### src/bpu_defs.svh
`ifndef BPU_DEFS_SVH
`define BPU_DEFS_SVH

// datapath width, pc and instruction
`define BPU_XLEN 32

// table depths
`define BPU_BIM_ENTRIES 512
`define BPU_BTB_ENTRIES 256

// bimodal index taken from pc[9:1]
`define BPU_BIM_IDX_HI 9
`define BPU_BIM_IDX_LO 1

// btb index pc[9:2], tag is everything above
`define BPU_BTB_IDX_HI 9
`define BPU_BTB_IDX_LO 2
`define BPU_BTB_TAG_LO 10
`define BPU_BTB_TAG_W 22

// 2-bit saturating counter values
`define BPU_CTR_MIN  2'd0
`define BPU_CTR_INIT 2'd1 // weakly not-taken
`define BPU_CTR_MAX  2'd3

// instruction field positions
`define BPU_OPC_HI 6
`define BPU_OPC_LO 0

`endif
### src/bpu_pkg.sv
`default_nettype none

`include "bpu_defs.svh"

package bpu_pkg;

    // control transfer opcodes, rv32i base encoding
    typedef enum logic [6:0] {
        OP_BRANCH = 7'b1100011,
        OP_JAL    = 7'b1101111,
        OP_JALR   = 7'b1100111
    } opcode_e;

    // what the fetched word turned out to be
    typedef enum logic [1:0] {
        KIND_NONE   = 2'd0,
        KIND_BRANCH = 2'd1,
        KIND_JAL    = 2'd2,
        KIND_JALR   = 2'd3
    } inst_kind_e;

    // decoder output toward the selector
    typedef struct packed {
        inst_kind_e            kind;
        logic [`BPU_XLEN-1:0]  pc;        // fetch pc
        logic [`BPU_XLEN-1:0]  fall_pc;   // pc + 4
        logic [`BPU_XLEN-1:0]  target_pc; // pc + imm, fall_pc when no static target
    } decode_t;

    // resolve strobe from execute
    typedef struct packed {
        logic                  valid;
        logic                  taken;
        logic [`BPU_XLEN-1:0]  pc;
        logic [`BPU_XLEN-1:0]  target;
    } resolve_t;

    // final prediction back to fetch
    typedef struct packed {
        logic                  branch_or_not;
        logic                  pdt_res;
        logic [`BPU_XLEN-1:0]  pdt_pc;
    } prediction_t;

endpackage

`default_nettype wire

### src/next_pc_select.sv
`default_nettype none

`include "bpu_defs.svh"

module next_pc_select (
    input  bpu_pkg::decode_t          dec_i,
    input  wire logic                 dir_taken_i,
    input  wire logic                 btb_hit_i,
    input  wire logic [`BPU_XLEN-1:0] btb_target_i,
    output bpu_pkg::prediction_t      pred_o
);

    logic [`BPU_XLEN-1:0] redirect_pc;

    // btb wins over the decoded target when present
    assign redirect_pc = btb_hit_i ? btb_target_i : dec_i.target_pc;

    always_comb begin
        pred_o.branch_or_not = 1'b1;
        pred_o.pdt_res       = 1'b0;
        pred_o.pdt_pc        = dec_i.fall_pc;

        case (dec_i.kind)
            bpu_pkg::KIND_NONE: begin
                pred_o.branch_or_not = 1'b0; // plain sequential fetch
            end
            bpu_pkg::KIND_JAL: begin
                pred_o.pdt_res = 1'b1; // unconditional
                pred_o.pdt_pc  = redirect_pc;
            end
            bpu_pkg::KIND_BRANCH: begin
                pred_o.pdt_res = dir_taken_i;
                if (dir_taken_i) begin
                    pred_o.pdt_pc = redirect_pc;
                end
            end
            bpu_pkg::KIND_JALR: begin
                // no static target, so a btb hit is needed to redirect
                if (dir_taken_i && btb_hit_i) begin
                    pred_o.pdt_res = 1'b1;
                    pred_o.pdt_pc  = btb_target_i;
                end
            end
            default: begin
                pred_o.branch_or_not = 1'b0;
            end
        endcase
    end

endmodule

`default_nettype wire

### config.mk
export PLATFORM = sky130hd
export DESIGN_NAME = next_pc_select
export DESIGN_NICKNAME = d
export VERILOG_FILES = /design/src/bpu_pkg.sv /design/src/next_pc_select.sv
export VERILOG_INCLUDE_DIRS = /design/src /design/src/src
export SDC_FILE = /design/constraint.sdc
export NUM_CORES = 1
export LEC_CHECK = 0
export BUFFER_PORTS_ARGS = -buffer_cell sky130_fd_sc_hd__buf_2
export CAP_MARGIN = 5
export CORE_ASPECT_RATIO = 1.25
export CORE_MARGIN = 8
export CORE_UTILIZATION = 23
export DETAILED_ROUTE_END_ITERATION = 8
export MAX_ROUTING_LAYER = met4
export PLACE_DENSITY = 0.84
export SYNTH_ARGS = -nofsm -noshare
export SYNTH_HDL_FRONTEND = slang
export SYNTH_SLANG_ARGS = --single-unit
### constraint.sdc
create_clock -name vclk -period 1.4
set_input_delay 0.14 -clock vclk [all_inputs]
set_output_delay 0.14 -clock vclk [all_outputs]
set_load 0.02 [all_outputs]
After elaboration in Yosys (flattened, before gate mapping)
Index checks and enable logic that the tools add are counted.
{"block": "op_classes", "eq_ne": 3, "n_mux": 5, "reduce_logical": 2}
{"op": "one-hot mux 33 bit (3 select lines)", "n": 1}
{"op": "two-way mux 32 bit", "n": 2}
{"op": "two-way mux 33 bit", "n": 1}
{"op": "== test 2 bit, second input constant", "n": 2}
{"op": "== test 2 x 1 -> 1 bit, second input constant", "n": 1}
{"op": "logical NOT 2 bit", "n": 1}
{"op": "logical AND 1 bit", "n": 1}
{"op": "two-way mux 1 bit", "n": 1}
{"block": "word_totals", "register_bits": 0, "out_inout_bits": 34, "elab_cells": 10}

Logic depth before layout (Yosys ltp)
{"block": "logic_depth", "depth_word": 3, "depth_mapped": 4, "ltp_nobuf": 3}

Worst setup path after synthesis
OpenSTA, ideal clock, no wires.
{"block": "synth_path", "path_type": "input -> output", "startpoint": "input port dec_i[96] (netlist bit)", "endpoint": "output port pred_o[0] (netlist bit)", "arrival_time_ns": 1.107, "t_required_ns": 1.260, "path_slack_ns": 0.153, "path_stages": 4, "path_buffers": 1, "cell_sequence": "mux2_4 buf_6 and3_1 a221o_1"}
{"element": "start: declaration", "line": "next_pc_select.sv:6", "source": "input bpu_pkg::decode_t dec_i,"}
{"element": "end: declaration", "line": "next_pc_select.sv:10", "source": "output bpu_pkg::prediction_t pred_o"}

==> run_results.csv <==
group,metric,value,unit
routing,drt-initial-drc-count,101,
die,io_pins,166,
cells_and_area,ff_latch_area,0,um2
power_and_ir_drop,power.static_leakage,0.000950,uW
setup_path,crit_type,"in2out",
sta,tns,-1.70,ns
routing,viasPerCell,5.27,
worst_hold_path,min_from,"dec_i[97]",
cells_and_area,area_growth_syn_to_layout,139,%
setup_path,crit_fanout,18,
synthesis,synth_area_per_cell,8.24,um2
place,dp.final_hpwl,3530,um
die,die_w,65.1,um
place,globalplace.congestion,0.866,
routing,drc,0,
cells_and_area,antenna_cells,0,
global_routing,grt_pass1_vias,1324,
sta,finalMaxSlewViolations,0,
run_status,violations,"setup timing",
cells_and_area,fin_nets,354,
synthesis,yosysWarnings,0,
synthesis,synthesis.nets,216,
setup_path,start_kind,"primary input",
cells_and_area,final_util,56.8,%
routing,first_pass_iters,6,
sta,finalSetupViolations,30,
sta,setup_slack,-0.0913,ns
cells_and_area,most-common-layout-cells,"buf_2 (115), a221o_1 (31), buf_6 (23)",
sta,rsz0062_at_grt,"true",
sta,worst_pin_slew,0.166,ns
routing,routedWlPerCell,17.4,um
synthesis,yosys.cell_types.count,15,
die,rows,22,
synthesis,synth_area,692,um2
global_routing,grt_overflow_total,0,
flow_run,maxCapViolCount,0,
global_routing,grt_pass1_wl,6310,um
cells_and_area,multi_input_area,661,um2
routing,antenna_violating_nets_post_route,0,
cells_and_area,drive_above_1_share,76.4,%
die,coreArea,2920,um2
die,dieHeight,77.3,um
synthesis,netlist_instances,84,
sta,whs,0.586,ns
clocking,cts_hold_buf,0,
sta,finalCriticalPeriod,1.49,ns
sta,max_freq,671,MHz
routing,wl,4440,um
place,port_buffers,134,
power_and_ir_drop,ir_drop,0.218,mV
setup_path,crit_start,"dec_i[96]",
power_and_ir_drop,p_per_area,465,nW/um2
sta,max_slew_margin,88.9,%
run_status,outcome,"finished with violations",
clocking,post-cts-setup-buffers,0,
worst_hold_path,hold_path.class,"in2out",
cells_and_area,nFlopsAndLatches,0,
sta,final_hold_viol_count,0,
global_routing,antenna_found_initial,0,
cells_and_area,n_fill_cell,284,
routing,num_vias,1350,
sta,fin_crit_sh,107,%
setup_path,critPathRequiredTime,1.26,ns
synthesis,yosysSeqAreaShare,0,%
setup_path,cp.arrival,1.35,ns
die,dieArea,5030,um2
die,start_util,23.7,%
setup_path,crit_path_end_kind,"output pin",
global_routing,grt_usage,15.1,%
global_routing,grt_max_degree,20,
cells_and_area,clock_buffers,0,
cells_and_area,final_common_cell,"buf_2",
## report_power, final
group / internal (uW) / switching (uW)
registers: 0 / 0
clock network: 0 / 0
logic: 415 / 356
## cells by family (layout without fill, tap and decap cells)
family,count (synthesis),after routing,share of synthesized area [%]
muxes,3,3,5.42
buffers and inverters,13,149,14.1
AOI/OAI and AO/OA,32,32,45.6
and+or+nand+nor,36,36,34.9
## final cells by class
cell class	instances	share of cell area, %
inverter	1	0.227
multi-input combinational	71	39.9
tap	36	2.72
timing repair buffer	148	57.2
## worst paths after layout
path	endpoint	slack, ns	depth (start not counted)
worst max-delay path	pred_o[4]	-0.09	6
worst min-delay path	pred_o[33]	0.59	3
## repair_timing
item	4_1_cts	5_1_grt
resized for setup	18	36
endpoints found under the setup margin	31	31
pin swaps	5	11
cloned	1	1
endpoints found under the hold margin	0	0
## synth_stat cells (all sizes together)
cell,number,area [um2]
mux2,3,37.5
buf,9,82.6
nand2,1,11.3
nand3b,2,15.0
a21oi,1,5.00
nand2b,1,8.76
and3,31,200
or2,1,6.26
clkbuf,3,11.3
inv,1,3.75
a221o,31,310
## worst max-delay path, cell delays in order
cell and delay, ns:
buf_6 0.09, mux2_4 0.35, buf_12 0.16, and3_1 0.18
a221o_1 0.26, buf_2 0.16
## per-layer routing
layer  track usage (%)  routed length (um)  up-vias
met5                 -                   0        -
met4             0.656                  14        0
met3              4.36                 510        2
met2              28.2                2330       98
met1              15.7                1590      606
li1                  -                   -      644
## per-stage QoR
step / area, um2 / worst slack (ns) / power, uW / cells
final: 1660 / -0.0913 / 771 / 256
after CTS: 1520 / -0.0943 / 699 / 255
after global routing: 1660 / -0.130 / 826 / 256
after detailed placement: 1450 / -0.122 / 659 / 254
after floorplan: 692 / 0.153 / 375 / 84
after global placement: 1450 / -0.111 / 650 / 254
(Power assumes the default switching activity.)
