--- src/bpu_defs.svh ---
`ifndef BPU_DEFS_SVH
`define BPU_DEFS_SVH

// datapath width, pc and instruction
`define BPU_XLEN 32

// table depths
`define BPU_BIM_ENTRIES 512
`define BPU_BTB_ENTRIES 256

// bimodal index taken from pc[9:1]
`define BPU_BIM_IDX_HI 9
`define BPU_BIM_IDX_LO 1

// btb index pc[9:2], tag is everything above
`define BPU_BTB_IDX_HI 9
`define BPU_BTB_IDX_LO 2
`define BPU_BTB_TAG_LO 10
`define BPU_BTB_TAG_W 22

// 2-bit saturating counter values
`define BPU_CTR_MIN  2'd0
`define BPU_CTR_INIT 2'd1 // weakly not-taken
`define BPU_CTR_MAX  2'd3

// instruction field positions
`define BPU_OPC_HI 6
`define BPU_OPC_LO 0

`endif
--- src/bpu_pkg.sv ---
`default_nettype none

`include "bpu_defs.svh"

package bpu_pkg;

    // control transfer opcodes, rv32i base encoding
    typedef enum logic [6:0] {
        OP_BRANCH = 7'b1100011,
        OP_JAL    = 7'b1101111,
        OP_JALR   = 7'b1100111
    } opcode_e;

    // what the fetched word turned out to be
    typedef enum logic [1:0] {
        KIND_NONE   = 2'd0,
        KIND_BRANCH = 2'd1,
        KIND_JAL    = 2'd2,
        KIND_JALR   = 2'd3
    } inst_kind_e;

    // decoder output toward the selector
    typedef struct packed {
        inst_kind_e            kind;
        logic [`BPU_XLEN-1:0]  pc;        // fetch pc
        logic [`BPU_XLEN-1:0]  fall_pc;   // pc + 4
        logic [`BPU_XLEN-1:0]  target_pc; // pc + imm, fall_pc when no static target
    } decode_t;

    // resolve strobe from execute
    typedef struct packed {
        logic                  valid;
        logic                  taken;
        logic [`BPU_XLEN-1:0]  pc;
        logic [`BPU_XLEN-1:0]  target;
    } resolve_t;

    // final prediction back to fetch
    typedef struct packed {
        logic                  branch_or_not;
        logic                  pdt_res;
        logic [`BPU_XLEN-1:0]  pdt_pc;
    } prediction_t;

endpackage

`default_nettype wire

--- src/inst_decoder.sv ---
`default_nettype none

`include "bpu_defs.svh"

module inst_decoder (
    input  wire logic [`BPU_XLEN-1:0] fetch_pc_i,
    input  wire logic [`BPU_XLEN-1:0] fetch_inst_i,
    output bpu_pkg::decode_t          dec_o
);

    logic [`BPU_OPC_HI:`BPU_OPC_LO] opcode;
    bpu_pkg::inst_kind_e            kind;
    logic [`BPU_XLEN-1:0]           b_imm;
    logic [`BPU_XLEN-1:0]           j_imm;
    logic [`BPU_XLEN-1:0]           fall_pc;
    logic [`BPU_XLEN-1:0]           target_pc;

    assign opcode = fetch_inst_i[`BPU_OPC_HI:`BPU_OPC_LO];

    // classify by major opcode only
    always_comb begin
        case (opcode)
            bpu_pkg::OP_BRANCH: kind = bpu_pkg::KIND_BRANCH;
            bpu_pkg::OP_JAL:    kind = bpu_pkg::KIND_JAL;
            bpu_pkg::OP_JALR:   kind = bpu_pkg::KIND_JALR;
            default:            kind = bpu_pkg::KIND_NONE;
        endcase
    end

    // B-type offset, bit 0 always zero
    assign b_imm = {{20{fetch_inst_i[31]}}, fetch_inst_i[7], fetch_inst_i[30:25],
                    fetch_inst_i[11:8], 1'b0};

    // J-type offset
    assign j_imm = {{12{fetch_inst_i[31]}}, fetch_inst_i[19:12], fetch_inst_i[20],
                    fetch_inst_i[30:21], 1'b0};

    assign fall_pc = fetch_pc_i + `BPU_XLEN'(4);

    always_comb begin
        case (kind)
            bpu_pkg::KIND_BRANCH: target_pc = fetch_pc_i + b_imm;
            bpu_pkg::KIND_JAL:    target_pc = fetch_pc_i + j_imm;
            default:              target_pc = fall_pc; // jalr target is register based
        endcase
    end

    assign dec_o.kind      = kind;
    assign dec_o.pc        = fetch_pc_i;
    assign dec_o.fall_pc   = fall_pc;
    assign dec_o.target_pc = target_pc;

endmodule

`default_nettype wire

--- config.mk ---
export PLATFORM = sky130hd
export DESIGN_NAME = inst_decoder
export DESIGN_NICKNAME = d
export VERILOG_FILES = /design/src/bpu_pkg.sv /design/src/inst_decoder.sv
export VERILOG_INCLUDE_DIRS = /design/src /design/src/src
export SDC_FILE = /design/constraint.sdc
export NUM_CORES = 1
export LEC_CHECK = 0
export ABC_AREA = 0
export BUFFER_PORTS_ARGS = -buffer_cell sky130_fd_sc_hd__buf_2
export CORE_UTILIZATION = 49
export DETAILED_ROUTE_END_ITERATION = 8
export GPL_TIMING_DRIVEN = 0
export PLACE_DENSITY = 0.85
export SYNTH_ARGS = -nofsm -noshare
export SYNTH_HDL_FRONTEND = slang
export SYNTH_SLANG_ARGS = --single-unit
--- constraint.sdc ---
create_clock -name vclk -period 7.49
set_clock_uncertainty 0.15 [all_clocks]
set_input_delay 1.498 -clock vclk [all_inputs]
set_output_delay 1.498 -clock vclk [all_outputs]
set_load 0.02 [all_outputs]
# Yosys cells after proc, flatten, opt, wreduce, memory -nomap -nowiden
# Cells that the tools add are included.
# classes
n_addsub	3
n_eq_ne	5
muxes	2
# ops
cell	n
adder 32 bit	2
one-hot mux 32 bit (2 select lines)	1
adder 32 x 3 -> 32 bit (second input constant)	1
== test 7 bit (second input constant)	3
one-hot mux 2 bit (3 select lines)	1
== test 2 x 1 -> 1 bit (second input constant)	1
== test 2 bit (second input constant)	1
# word_totals
ff_bits	0
inputBits	64
elab_cells	10

# Depth between registers and ports, before layout
# Gate-level depths: netlist of run 1.
# logic_depth
ltp_word	4
mapped_depth	16
ltp_nobuf	14

# Least setup slack after synthesis of run 1
# Ideal clock, no wire load.
# synth_timing
path_kind	input -> output
from	input port fetch_inst_i[6]
to	output port dec_o[25] (netlist name)
t_arrival_ns	5.211
setup_slack_ns	0.631
path_stages	14
n_path_buf	1
path_cell_list	nor2b_1 > nand4_1 > nor2_1 > ha_1 > clkbuf_1 > mux2_2 > fa_1 > a21oi_2 > o211ai_2 > a2111oi_4 > nor2_2 > a2111oi_4 > xor2_1 > o21ai_0
# synth_lines
element	line	text
start, declared	inst_decoder.sv:7	input wire logic [`BPU_XLEN-1:0] fetch_inst_i,
end, declared	inst_decoder.sv:8	output bpu_pkg::decode_t dec_o

==> results.py, run 1 <==
metrics = {
    "final_layout": {
        "antenna_cells": 0,
        "regArea_um2": 0,
        "nets": 739,
        "clockBufferCount": 0,
        "drive_gt1_share_pct": 36.83,
        "finalInstanceArea_mm2": 0.004121,
        "fill_cells": 607,
        "seq_cells": 0,
        "layout-area-overhead-vs-synth_pct": 28.07,
    },
    "job": {
        "maxCapViolations": 0,
    },
    "die": {
        "start_util_pct": 50.68,
        "pin_count": 162,
        "die_area_mm2": 0.006896,
        "die_w_um": 83.04,
        "die_h_um": 83.04,
        "core_area_mm2": 0.006350,
        "rows": 29,
    },
    "route": {
        "num_vias": 4084,
        "avgRoutedWirePerCell_um": 15.32,
        "drtAntennaViolNets": 0,
        "drc": 0,
        "routed_wl_um": 10950,
        "viasPerCell": 5.712,
        "drt_iter0_drc": 203,
        "dr.pass1.iters": 5,
    },
    "global_route": {
        "grt_pass1_wl_um": 17660,
        "use_met1_pct": 41.38,
        "grt.total_usage_pct": 30.28,
        "grt_start_max_net_pins": 14,
        "overflow": 0,
        "grt_pass1_vias": 3716,
        "use_met2_pct": 52.38,
        "antenna_found_initial": 0,
        "gr-usage-met3_pct": 2.386,
        "busiest_layer": "met2",
    },
    "synthesis": {
        "ys_seq_area_share_pct": 0,
        "yosysWarnings": 0,
        "synthCells": 477,
        "synth_nets": 576,
        "ys_types": 67,
        "syn-mean-instance-area_um2": 6.747,
        "syn_area_mm2": 0.003218,
    },
    "timing": {
        "rsz0062_at_grt": "false",
        "fin_tns_setup_ps": 0,
        "slew_headroom_pct": 54.21,
        "hold_viol": 0,
        "slew_violations": 0,
        "timing.fmax_mhz": 141.0,
        "setup_viol": 0,
        "worstMarginPinSlew_ps": 686.8,
        "period_needed_ps": 7092,
        "whs_ps": 3062,
        "timing.final.crit_share_pct": 94.68,
    },
    "placed_design": {
        "io_buffers": 161,
        "gp_congestion": 0.9456,
        "dpl.hpwl_um": 8907,
        "place_area_mm2": 0.004120,
    },
    "worst_setup_path": {
        "crit_type": "in -> out",
        "timing.critical_path.slowest_cell_delay_ps": 460,
        "crit_required_ps": 5840,
        "cp.arrival_ps": 5440,
        "crit_fanout": 10,
        "critPathLaunchType": "input port",
        "cp-end-kind": "output port",
        "cp_cell_sequence": "buf_2 -> nor2b_1 -> nand4_1 -> or2_2 -> ha_1 -> clkbuf_2 -> mux2_2 -> fa_1 -> a21oi_2 -> o211ai_2 -> a2111oi_4 -> nor2_2 -> a2111oi_4 -> a211oi_1 -> a311o_1 -> buf_2",
        "critPathSlowestCell": "fa_1",
    },
    "status": {
        "status": "finished, final reports clean",
    },
    "min_path": {
        "min-delay-start": "fetch_pc_i[0]",
        "hold_class": "in -> out",
        "holdPathStages": 2,
        "whs_endpoint": "dec_o[32]",
    },
    "power_and_ir_drop": {
        "ir_worst_vdd_uv": 40.63,
        "p_leak_nw": 2.091,
        "powerDensity_mw_per_mm2": 74.42,
    },
}
timing repair:
item | CTS | global route
hold buffers | 0 | 0
setup endpoints to repair | 0 | 2
gates resized for setup | 0 | 2
buffers inserted | 0 | 0
critical path: cells and delay by family:
family,cells,cell delay (ps)
buffers and inverters,3,510
muxes,1,340
and+or+nand+nor,4,690
AOI/OAI and AO/OA,6,1620
adders and majority gates,2,780
layout make-up:
cell class                 instances  area [µm²]  share of cell area (%)
timing repair buffer             161       805.8                   19.55
multi-input combinational        406        2808                   68.12
tap                               77       96.34                   2.338
inverter                          20       75.07                   1.821
buffer                            51       336.6                   8.166
Yosys cell counts, types with 3 or more instances:
| library cell | number | area share (%) |
|---|---|---|
| xor2_1 | 17 | 4.6 |
| o21ai_0 | 30 | 4.7 |
| o21bai_1 | 5 | 1.2 |
| a31oi_1 | 3 | 0.58 |
| and4_1 | 3 | 0.82 |
| a21oi_1 | 36 | 5.6 |
| buf_4 | 35 | 8.2 |
| and2_1 | 6 | 1.2 |
| nand3_1 | 17 | 2.6 |
| xnor2_1 | 29 | 7.9 |
| nor3_1 | 13 | 2.0 |
| a2111oi_0 | 3 | 0.82 |
| clkbuf_1 | 11 | 1.3 |
| nand4_1 | 7 | 1.4 |
| and3_1 | 6 | 1.2 |
| nor2_1 | 31 | 3.6 |
| mux2_2 | 9 | 3.1 |
| nor3b_1 | 6 | 1.4 |
| nand2_1 | 68 | 7.9 |
| a211oi_1 | 6 | 1.4 |
| ha_1 | 34 | 13 |
| nor2b_1 | 6 | 1.2 |
| a21o_1 | 16 | 3.7 |
| inv_1 | 20 | 2.3 |
| and3_2 | 3 | 0.70 |
metrics by stage:
stage	worst slack (ps)	utilization, %	cells	total power [mW]
finish	398.5	64.91	715	0.3067
floorplan	630.8	-	477	0.2079
CTS	291.4	64.89	715	0.3023
detailed placement	317.5	64.89	715	0.3006
global placement	367.1	64.89	715	0.2965
global route	160.8	64.91	715	0.3323
where the power goes:
group          total (mW)  internal [mW]  switching, mW
Sequential              0              0              0
Combinational       0.307          0.119          0.188
Clock                   0              0              0
cells by family (layout without fill, tap and decap cells):
logic type	Yosys count	after routing	synth area share (%)
AO/OA/AOI/OAI	129	129	27.76
multiplexers	10	10	3.460
XOR/XNOR	46	46	12.52
adder cells (fa/ha/maj)	35	35	13.84
buffers and inverters	71	232	12.75
AND/OR/NAND/NOR	186	186	29.67
worst max path at each step:
stage,from,end,cells after the start
5_1_grt,fetch_inst_i[4],dec_o[29],16
3_3_place_gp,fetch_inst_i[4],dec_o[29],16
6_report,fetch_inst_i[4],dec_o[29],16
2_1_floorplan,fetch_inst_i[6],dec_o[25],14
4_1_cts,fetch_inst_i[4],dec_o[29],16
3_5_place_dp,fetch_inst_i[4],dec_o[29],16
metal layers:
| layer | up-vias | part of all wire [%] | wire length, µm |
|---|---|---|---|
| met4 | 0 | 1.6 | 171 |
| met1 | 1862 | 44 | 4866 |
| li1 | 2016 | - | - |
| met2 | 191 | 47 | 5129 |
| met5 | - | 0 | 0 |
| met3 | 15 | 7.2 | 784 |
placed cells by master, fill, tap and decap left out, types with 5 or more instances in the layout:
cell type | synthesis | final
nor2b_1 | 6 | 6
nor2_1 | 31 | 31
nand4_1 | 7 | 7
xor2_1 | 17 | 17
ha_1 | 34 | 34
a21o_1 | 16 | 16
inv_1 | 20 | 20
nor3b_1 | 6 | 6
a211oi_1 | 6 | 6
xnor2_1 | 29 | 29
nand2_1 | 68 | 68
buf_4 | 35 | 35
o21bai_1 | 5 | 5
nor3_1 | 13 | 13
o21ai_0 | 30 | 30
a21oi_1 | 36 | 36
buf_2 | 2 | 163
nand3_1 | 17 | 17
and2_1 | 6 | 6
clkbuf_1 | 11 | 10
mux2_2 | 9 | 9
and3_1 | 6 | 6
Power figures use the tool's default switching activity.
==> run 2, diff against run 1 <==
BUFFER_PORTS_ARGS = -buffer_cell sky130_fd_sc_hd__buf_4   (was -buffer_cell sky130_fd_sc_hd__buf_2)
RECOVER_POWER = 50   (was not set)
==> results.py, run 2 (synthesis gave the netlist of run 1 again) <==
metrics = {
    "route": {
        "dr.pass1.iters": 5,
        "num_vias": 4122,
        "avgRoutedWirePerCell_um": 16.09,
        "routed_wl_um": 11510,
        "drc": 0,
        "viasPerCell": 5.765,
        "drt_iter0_drc": 225,
        "drtAntennaViolNets": 0,
    },
    "global_route": {
        "grt_start_max_net_pins": 14,
        "grt_pass1_vias": 3819,
        "grt.total_usage_pct": 31.58,
        "grt_pass1_wl_um": 18280,
        "antenna_found_initial": 0,
        "overflow": 0,
    },
    "power_and_ir_drop": {
        "switching_share_pct": 58.45,
        "finalPower_mw": 0.3246,
        "powerDensity_mw_per_mm2": 74.94,
        "ir_worst_vdd_uv": 43.63,
        "p_clk_share_pct": 0,
        "p_seq_share_pct": 0,
        "power.switching_mw": 0.1897,
        "p_leak_nw": 2.047,
        "power_frac_comb_pct": 100.0,
        "p_int_mw": 0.1349,
    },
    "worst_setup_path": {
        "worst-path-buf-inv": 3,
        "worstSetupStartpoint": "fetch_inst_i[4]",
        "cp-end-kind": "output port",
        "crit_type": "in -> out",
        "crit_fanout": 10,
        "critPathSlowestCell": "a2111oi_4",
        "crit_path_end": "dec_o[29]",
        "cp.arrival_ps": 5600,
        "path_depth": 16,
        "cp_cell_sequence": "buf_4 -> nor2b_1 -> nand4_1 -> nor2_1 -> ha_1 -> clkbuf_1 -> mux2_2 -> fa_1 -> a21oi_2 -> o211ai_2 -> a2111oi_4 -> nor2_2 -> a2111oi_4 -> a211oi_1 -> a311o_1 -> buf_4",
        "critPathLaunchType": "input port",
        "timing.critical_path.slowest_cell_delay_ps": 460,
        "crit_required_ps": 5840,
        "cp_top_family": "compound AO/OA/AOI/OAI gates",
    },
    "placed_design": {
        "dpl.hpwl_um": 9527,
        "gp_congestion": 0.9400,
        "io_buffers": 161,
        "dp_cells": 715,
    },
    "timing": {
        "slew_headroom_pct": 48.59,
        "timing.final.crit_share_pct": 96.81,
        "worstMarginPinSlew_ps": 765.3,
        "hold_viol": 0,
        "rsz0062_at_grt": "false",
        "setup_viol": 0,
        "slew_violations": 0,
        "period_needed_ps": 7251,
        "timing.fmax_mhz": 137.9,
        "fin_tns_setup_ps": 0,
    },
    "clock_network": {
        "cts-resized-gates": 0,
        "cts_hold_buf": 0,
        "post_cts_buffers": 0,
    },
    "die": {
        "die_w_um": 83.04,
        "pin_count": 162,
        "die_area_mm2": 0.006896,
        "core_area_mm2": 0.006350,
        "rows": 29,
        "start_util_pct": 50.68,
        "die_h_um": 83.04,
    },
    "final_layout": {
        "drive_gt1_share_pct": 29.15,
        "fill_cells": 610,
        "regArea_um2": 0,
        "layout-area-overhead-vs-synth_pct": 34.60,
        "seq_cells": 0,
        "layout.cells.non_filler": 715,
        "final_cell_mix": "buf_4, nand2_1, clkbuf_1",
        "nets": 739,
        "clockBufferCount": 0,
        "final_common_cell": "buf_4",
        "antenna_cells": 0,
    },
    "min_path": {
        "hold_class": "in -> out",
    },
    "status": {
        "status": "finished, final reports clean",
    },
    "job": {
        "maxCapViolations": 0,
    },
}
[run 2: worst min-delay path by stage]
| stage | start | endpoint | cells past startpoint |
|---|---|---|---|
| finish | fetch_pc_i[0] | dec_o[0] | 2 |
| global placement | fetch_pc_i[0] | dec_o[32] | 2 |
| detailed placement | fetch_pc_i[0] | dec_o[32] | 2 |
| CTS | fetch_pc_i[0] | dec_o[32] | 2 |
| global route | fetch_pc_i[0] | dec_o[64] | 2 |
| floorplan | fetch_pc_i[2] | dec_o[34] | 1 |
[run 2: area by class of cell]
| type | instances | area, µm² | share of cell area (%) |
|---|---|---|---|
| buffer | 51 | 335.3 | 7.741 |
| timing repair buffer | 161 | 1032 | 23.83 |
| multi-input combinational | 406 | 2793 | 64.47 |
| inverter | 20 | 75.07 | 1.733 |
| tap | 77 | 96.34 | 2.224 |
[run 2: stage by stage]
stage / hold WS [ps] / util, % / worst slack (ps) / area [µm²]
after global routing: 3111 / 68.22 / 27.08 / 4332
final: 3108 / 68.22 / 239.2 / 4332
after global placement: 3046 / 71.23 / 316.5 / 4523
after floorplan: 2929 / - / 630.8 / 3218
after detailed placement: 3046 / 71.23 / 283.7 / 4523
after CTS: 3046 / 71.23 / 258.8 / 4523
[run 2: routing by layer]
layer  wire [µm]  track usage, %
met5           0               0
met4         244           7.837
met3         775           2.684
met2        5421           54.84
met1        5066           41.94
[run 2: power by group through the flow]
stage / clock (mW) / combinational (mW) / sequential [mW]
after detailed placement: 0 / 0.331 / 0
final: 0 / 0.325 / 0
after CTS: 0 / 0.333 / 0
after global routing: 0 / 0.349 / 0
after global placement: 0 / 0.326 / 0
after floorplan: 0 / 0.208 / 0
==> run 3, diff against run 2 <==
CELL_PAD_IN_SITES_DETAIL_PLACEMENT = 1   (was not set)
CELL_PAD_IN_SITES_GLOBAL_PLACEMENT = 2   (was not set)
CORE_UTILIZATION = 24   (was 49)
PLACE_DENSITY = not set   (was 0.85)
PLACE_DENSITY_LB_ADDON = 0.1   (was not set)
==> results.py, run 3 (synthesis gave the netlist of run 1 again) <==
metrics = {
    "global_route": {
        "grt_pass1_vias": 4154,
        "antenna_found_initial": 0,
        "grt_pass1_wl_um": 21920,
        "grt.total_usage_pct": 19.16,
        "overflow": 0,
        "grt_start_max_net_pins": 14,
    },
    "min_path": {
        "hold_class": "in -> out",
    },
    "final_layout": {
        "fin_util_pct": 34.70,
        "antenna_cells": 0,
        "multi_input_area_mm2": 0.002791,
        "clockBufferCount": 0,
        "seq_cells": 0,
        "fill_cells": 1653,
        "drive_gt1_share_pct": 29.15,
        "final_common_cell": "buf_4",
        "layout.cells.non_filler": 810,
        "layout-area-overhead-vs-synth_pct": 38.30,
        "final_cell_mix": "buf_4, nand2_1, clkbuf_1",
        "regArea_um2": 0,
        "nets": 739,
    },
    "die": {
        "core_area_mm2": 0.01282,
        "rows": 41,
        "die_w_um": 117.8,
        "pin_count": 162,
        "die_area_mm2": 0.01388,
        "die_h_um": 117.8,
        "start_util_pct": 25.09,
    },
    "route": {
        "drt_iter0_drc": 136,
        "avgRoutedWirePerCell_um": 16.72,
        "num_vias": 3937,
        "dr.pass1.iters": 4,
        "viasPerCell": 4.860,
        "drtAntennaViolNets": 0,
        "routed_wl_um": 13550,
        "drc": 0,
    },
    "placed_design": {
        "gp_congestion": 0.8341,
        "dp_cells": 810,
        "place_ws_ps": 80.69,
        "io_buffers": 161,
        "dpl.hpwl_um": 11380,
    },
    "power_and_ir_drop": {
        "p_leak_nw": 2.048,
        "finalPower_mw": 0.3272,
        "powerDensity_mw_per_mm2": 73.51,
        "ir_worst_vdd_uv": 24.01,
    },
    "timing": {
        "rsz0062_at_grt": "false",
        "slew_violations": 0,
        "timing.fmax_mhz": 139.1,
        "worstMarginPinSlew_ps": 804.9,
        "hold_viol": 0,
        "period_needed_ps": 7188,
        "timing.final.crit_share_pct": 95.97,
        "setup_viol": 0,
        "slew_headroom_pct": 45.93,
        "setup_slack_ps": 302.2,
        "fin_tns_setup_ps": 0,
    },
    "worst_setup_path": {
        "crit_required_ps": 5840,
        "crit_fanout": 10,
        "critPathLaunchType": "input port",
        "cp.arrival_ps": 5540,
        "cp-end-kind": "output port",
        "crit_type": "in -> out",
    },
    "status": {
        "status": "finished, final reports clean",
    },
    "clock_network": {
        "post_cts_buffers": 0,
    },
    "job": {
        "maxCapViolations": 0,
    },
}
-- run 3: changes by cell type in the layout (fill, tap and decap cells not counted) --
cell | previous run | this run
nor3_1 | 14 | 15
clkbuf_2 | 2 | 3
clkbuf_1 | 58 | 57
and3_4 | 1 | 2
and3_2 | 4 | 3
nor3_2 | 1 | 0
-- run 3: where the power goes --
group | leakage (nW) | switching (mW) | internal (mW) | total (mW)
sequential | 0 | 0 | 0 | 0
clock | 0 | 0 | 0 | 0
combinational | 2.05 | 0.192 | 0.135 | 0.327
total | 2.05 | 0.192 | 0.135 | 0.327
-- run 3: worst max-delay path, cell delays in order --
cell	delay, ps
buf_4	110
nor2b_1	120
nand4_1	130
or2_2	300
ha_1	310
clkbuf_2	270
mux2_2	350
fa_1	450
a21oi_2	210
o211ai_2	140
a2111oi_4	420
nor2_2	130
a2111oi_4	460
a211oi_1	160
a311o_1	300
buf_4	160
-- run 3: through the flow --
step           instance area (µm²)  hold slack [ps]
2_1_floorplan                 3218             2929
3_3_place_gp                  4642             3044
3_5_place_dp                  4642             3045
4_1_cts                       4642             3044
5_1_grt                       4451             3111
6_report                      4451             3107
-- run 3: what timing repair did --
item	CTS	global route
gates resized for setup	0	2
hold buffers	0	0
setup endpoints to repair	0	6
-- run 3: area by class of cell --
class | count | area share (%)
inverters | 20 | 1.687
plain buffers | 51 | 7.563
multi-input cells | 406 | 62.72
repair buffers | 161 | 23.19
well taps | 172 | 4.836
-- run 3: final timing paths --
kind              cells past startpoint   endpoint            start
setup / recovery                     16  dec_o[29]  fetch_inst_i[4]
hold / removal                        2   dec_o[0]    fetch_pc_i[0]
-- run 3: per-layer routing --
metal / track usage (%) / share of wire (%) / routed length [µm]
met5: 0 / 0 / 0
met4: 1.042 / 0.58 / 79
met3: 1.066 / 3.6 / 481
met2: 35.04 / 49 / 6605
met1: 25.58 / 47 / 6379
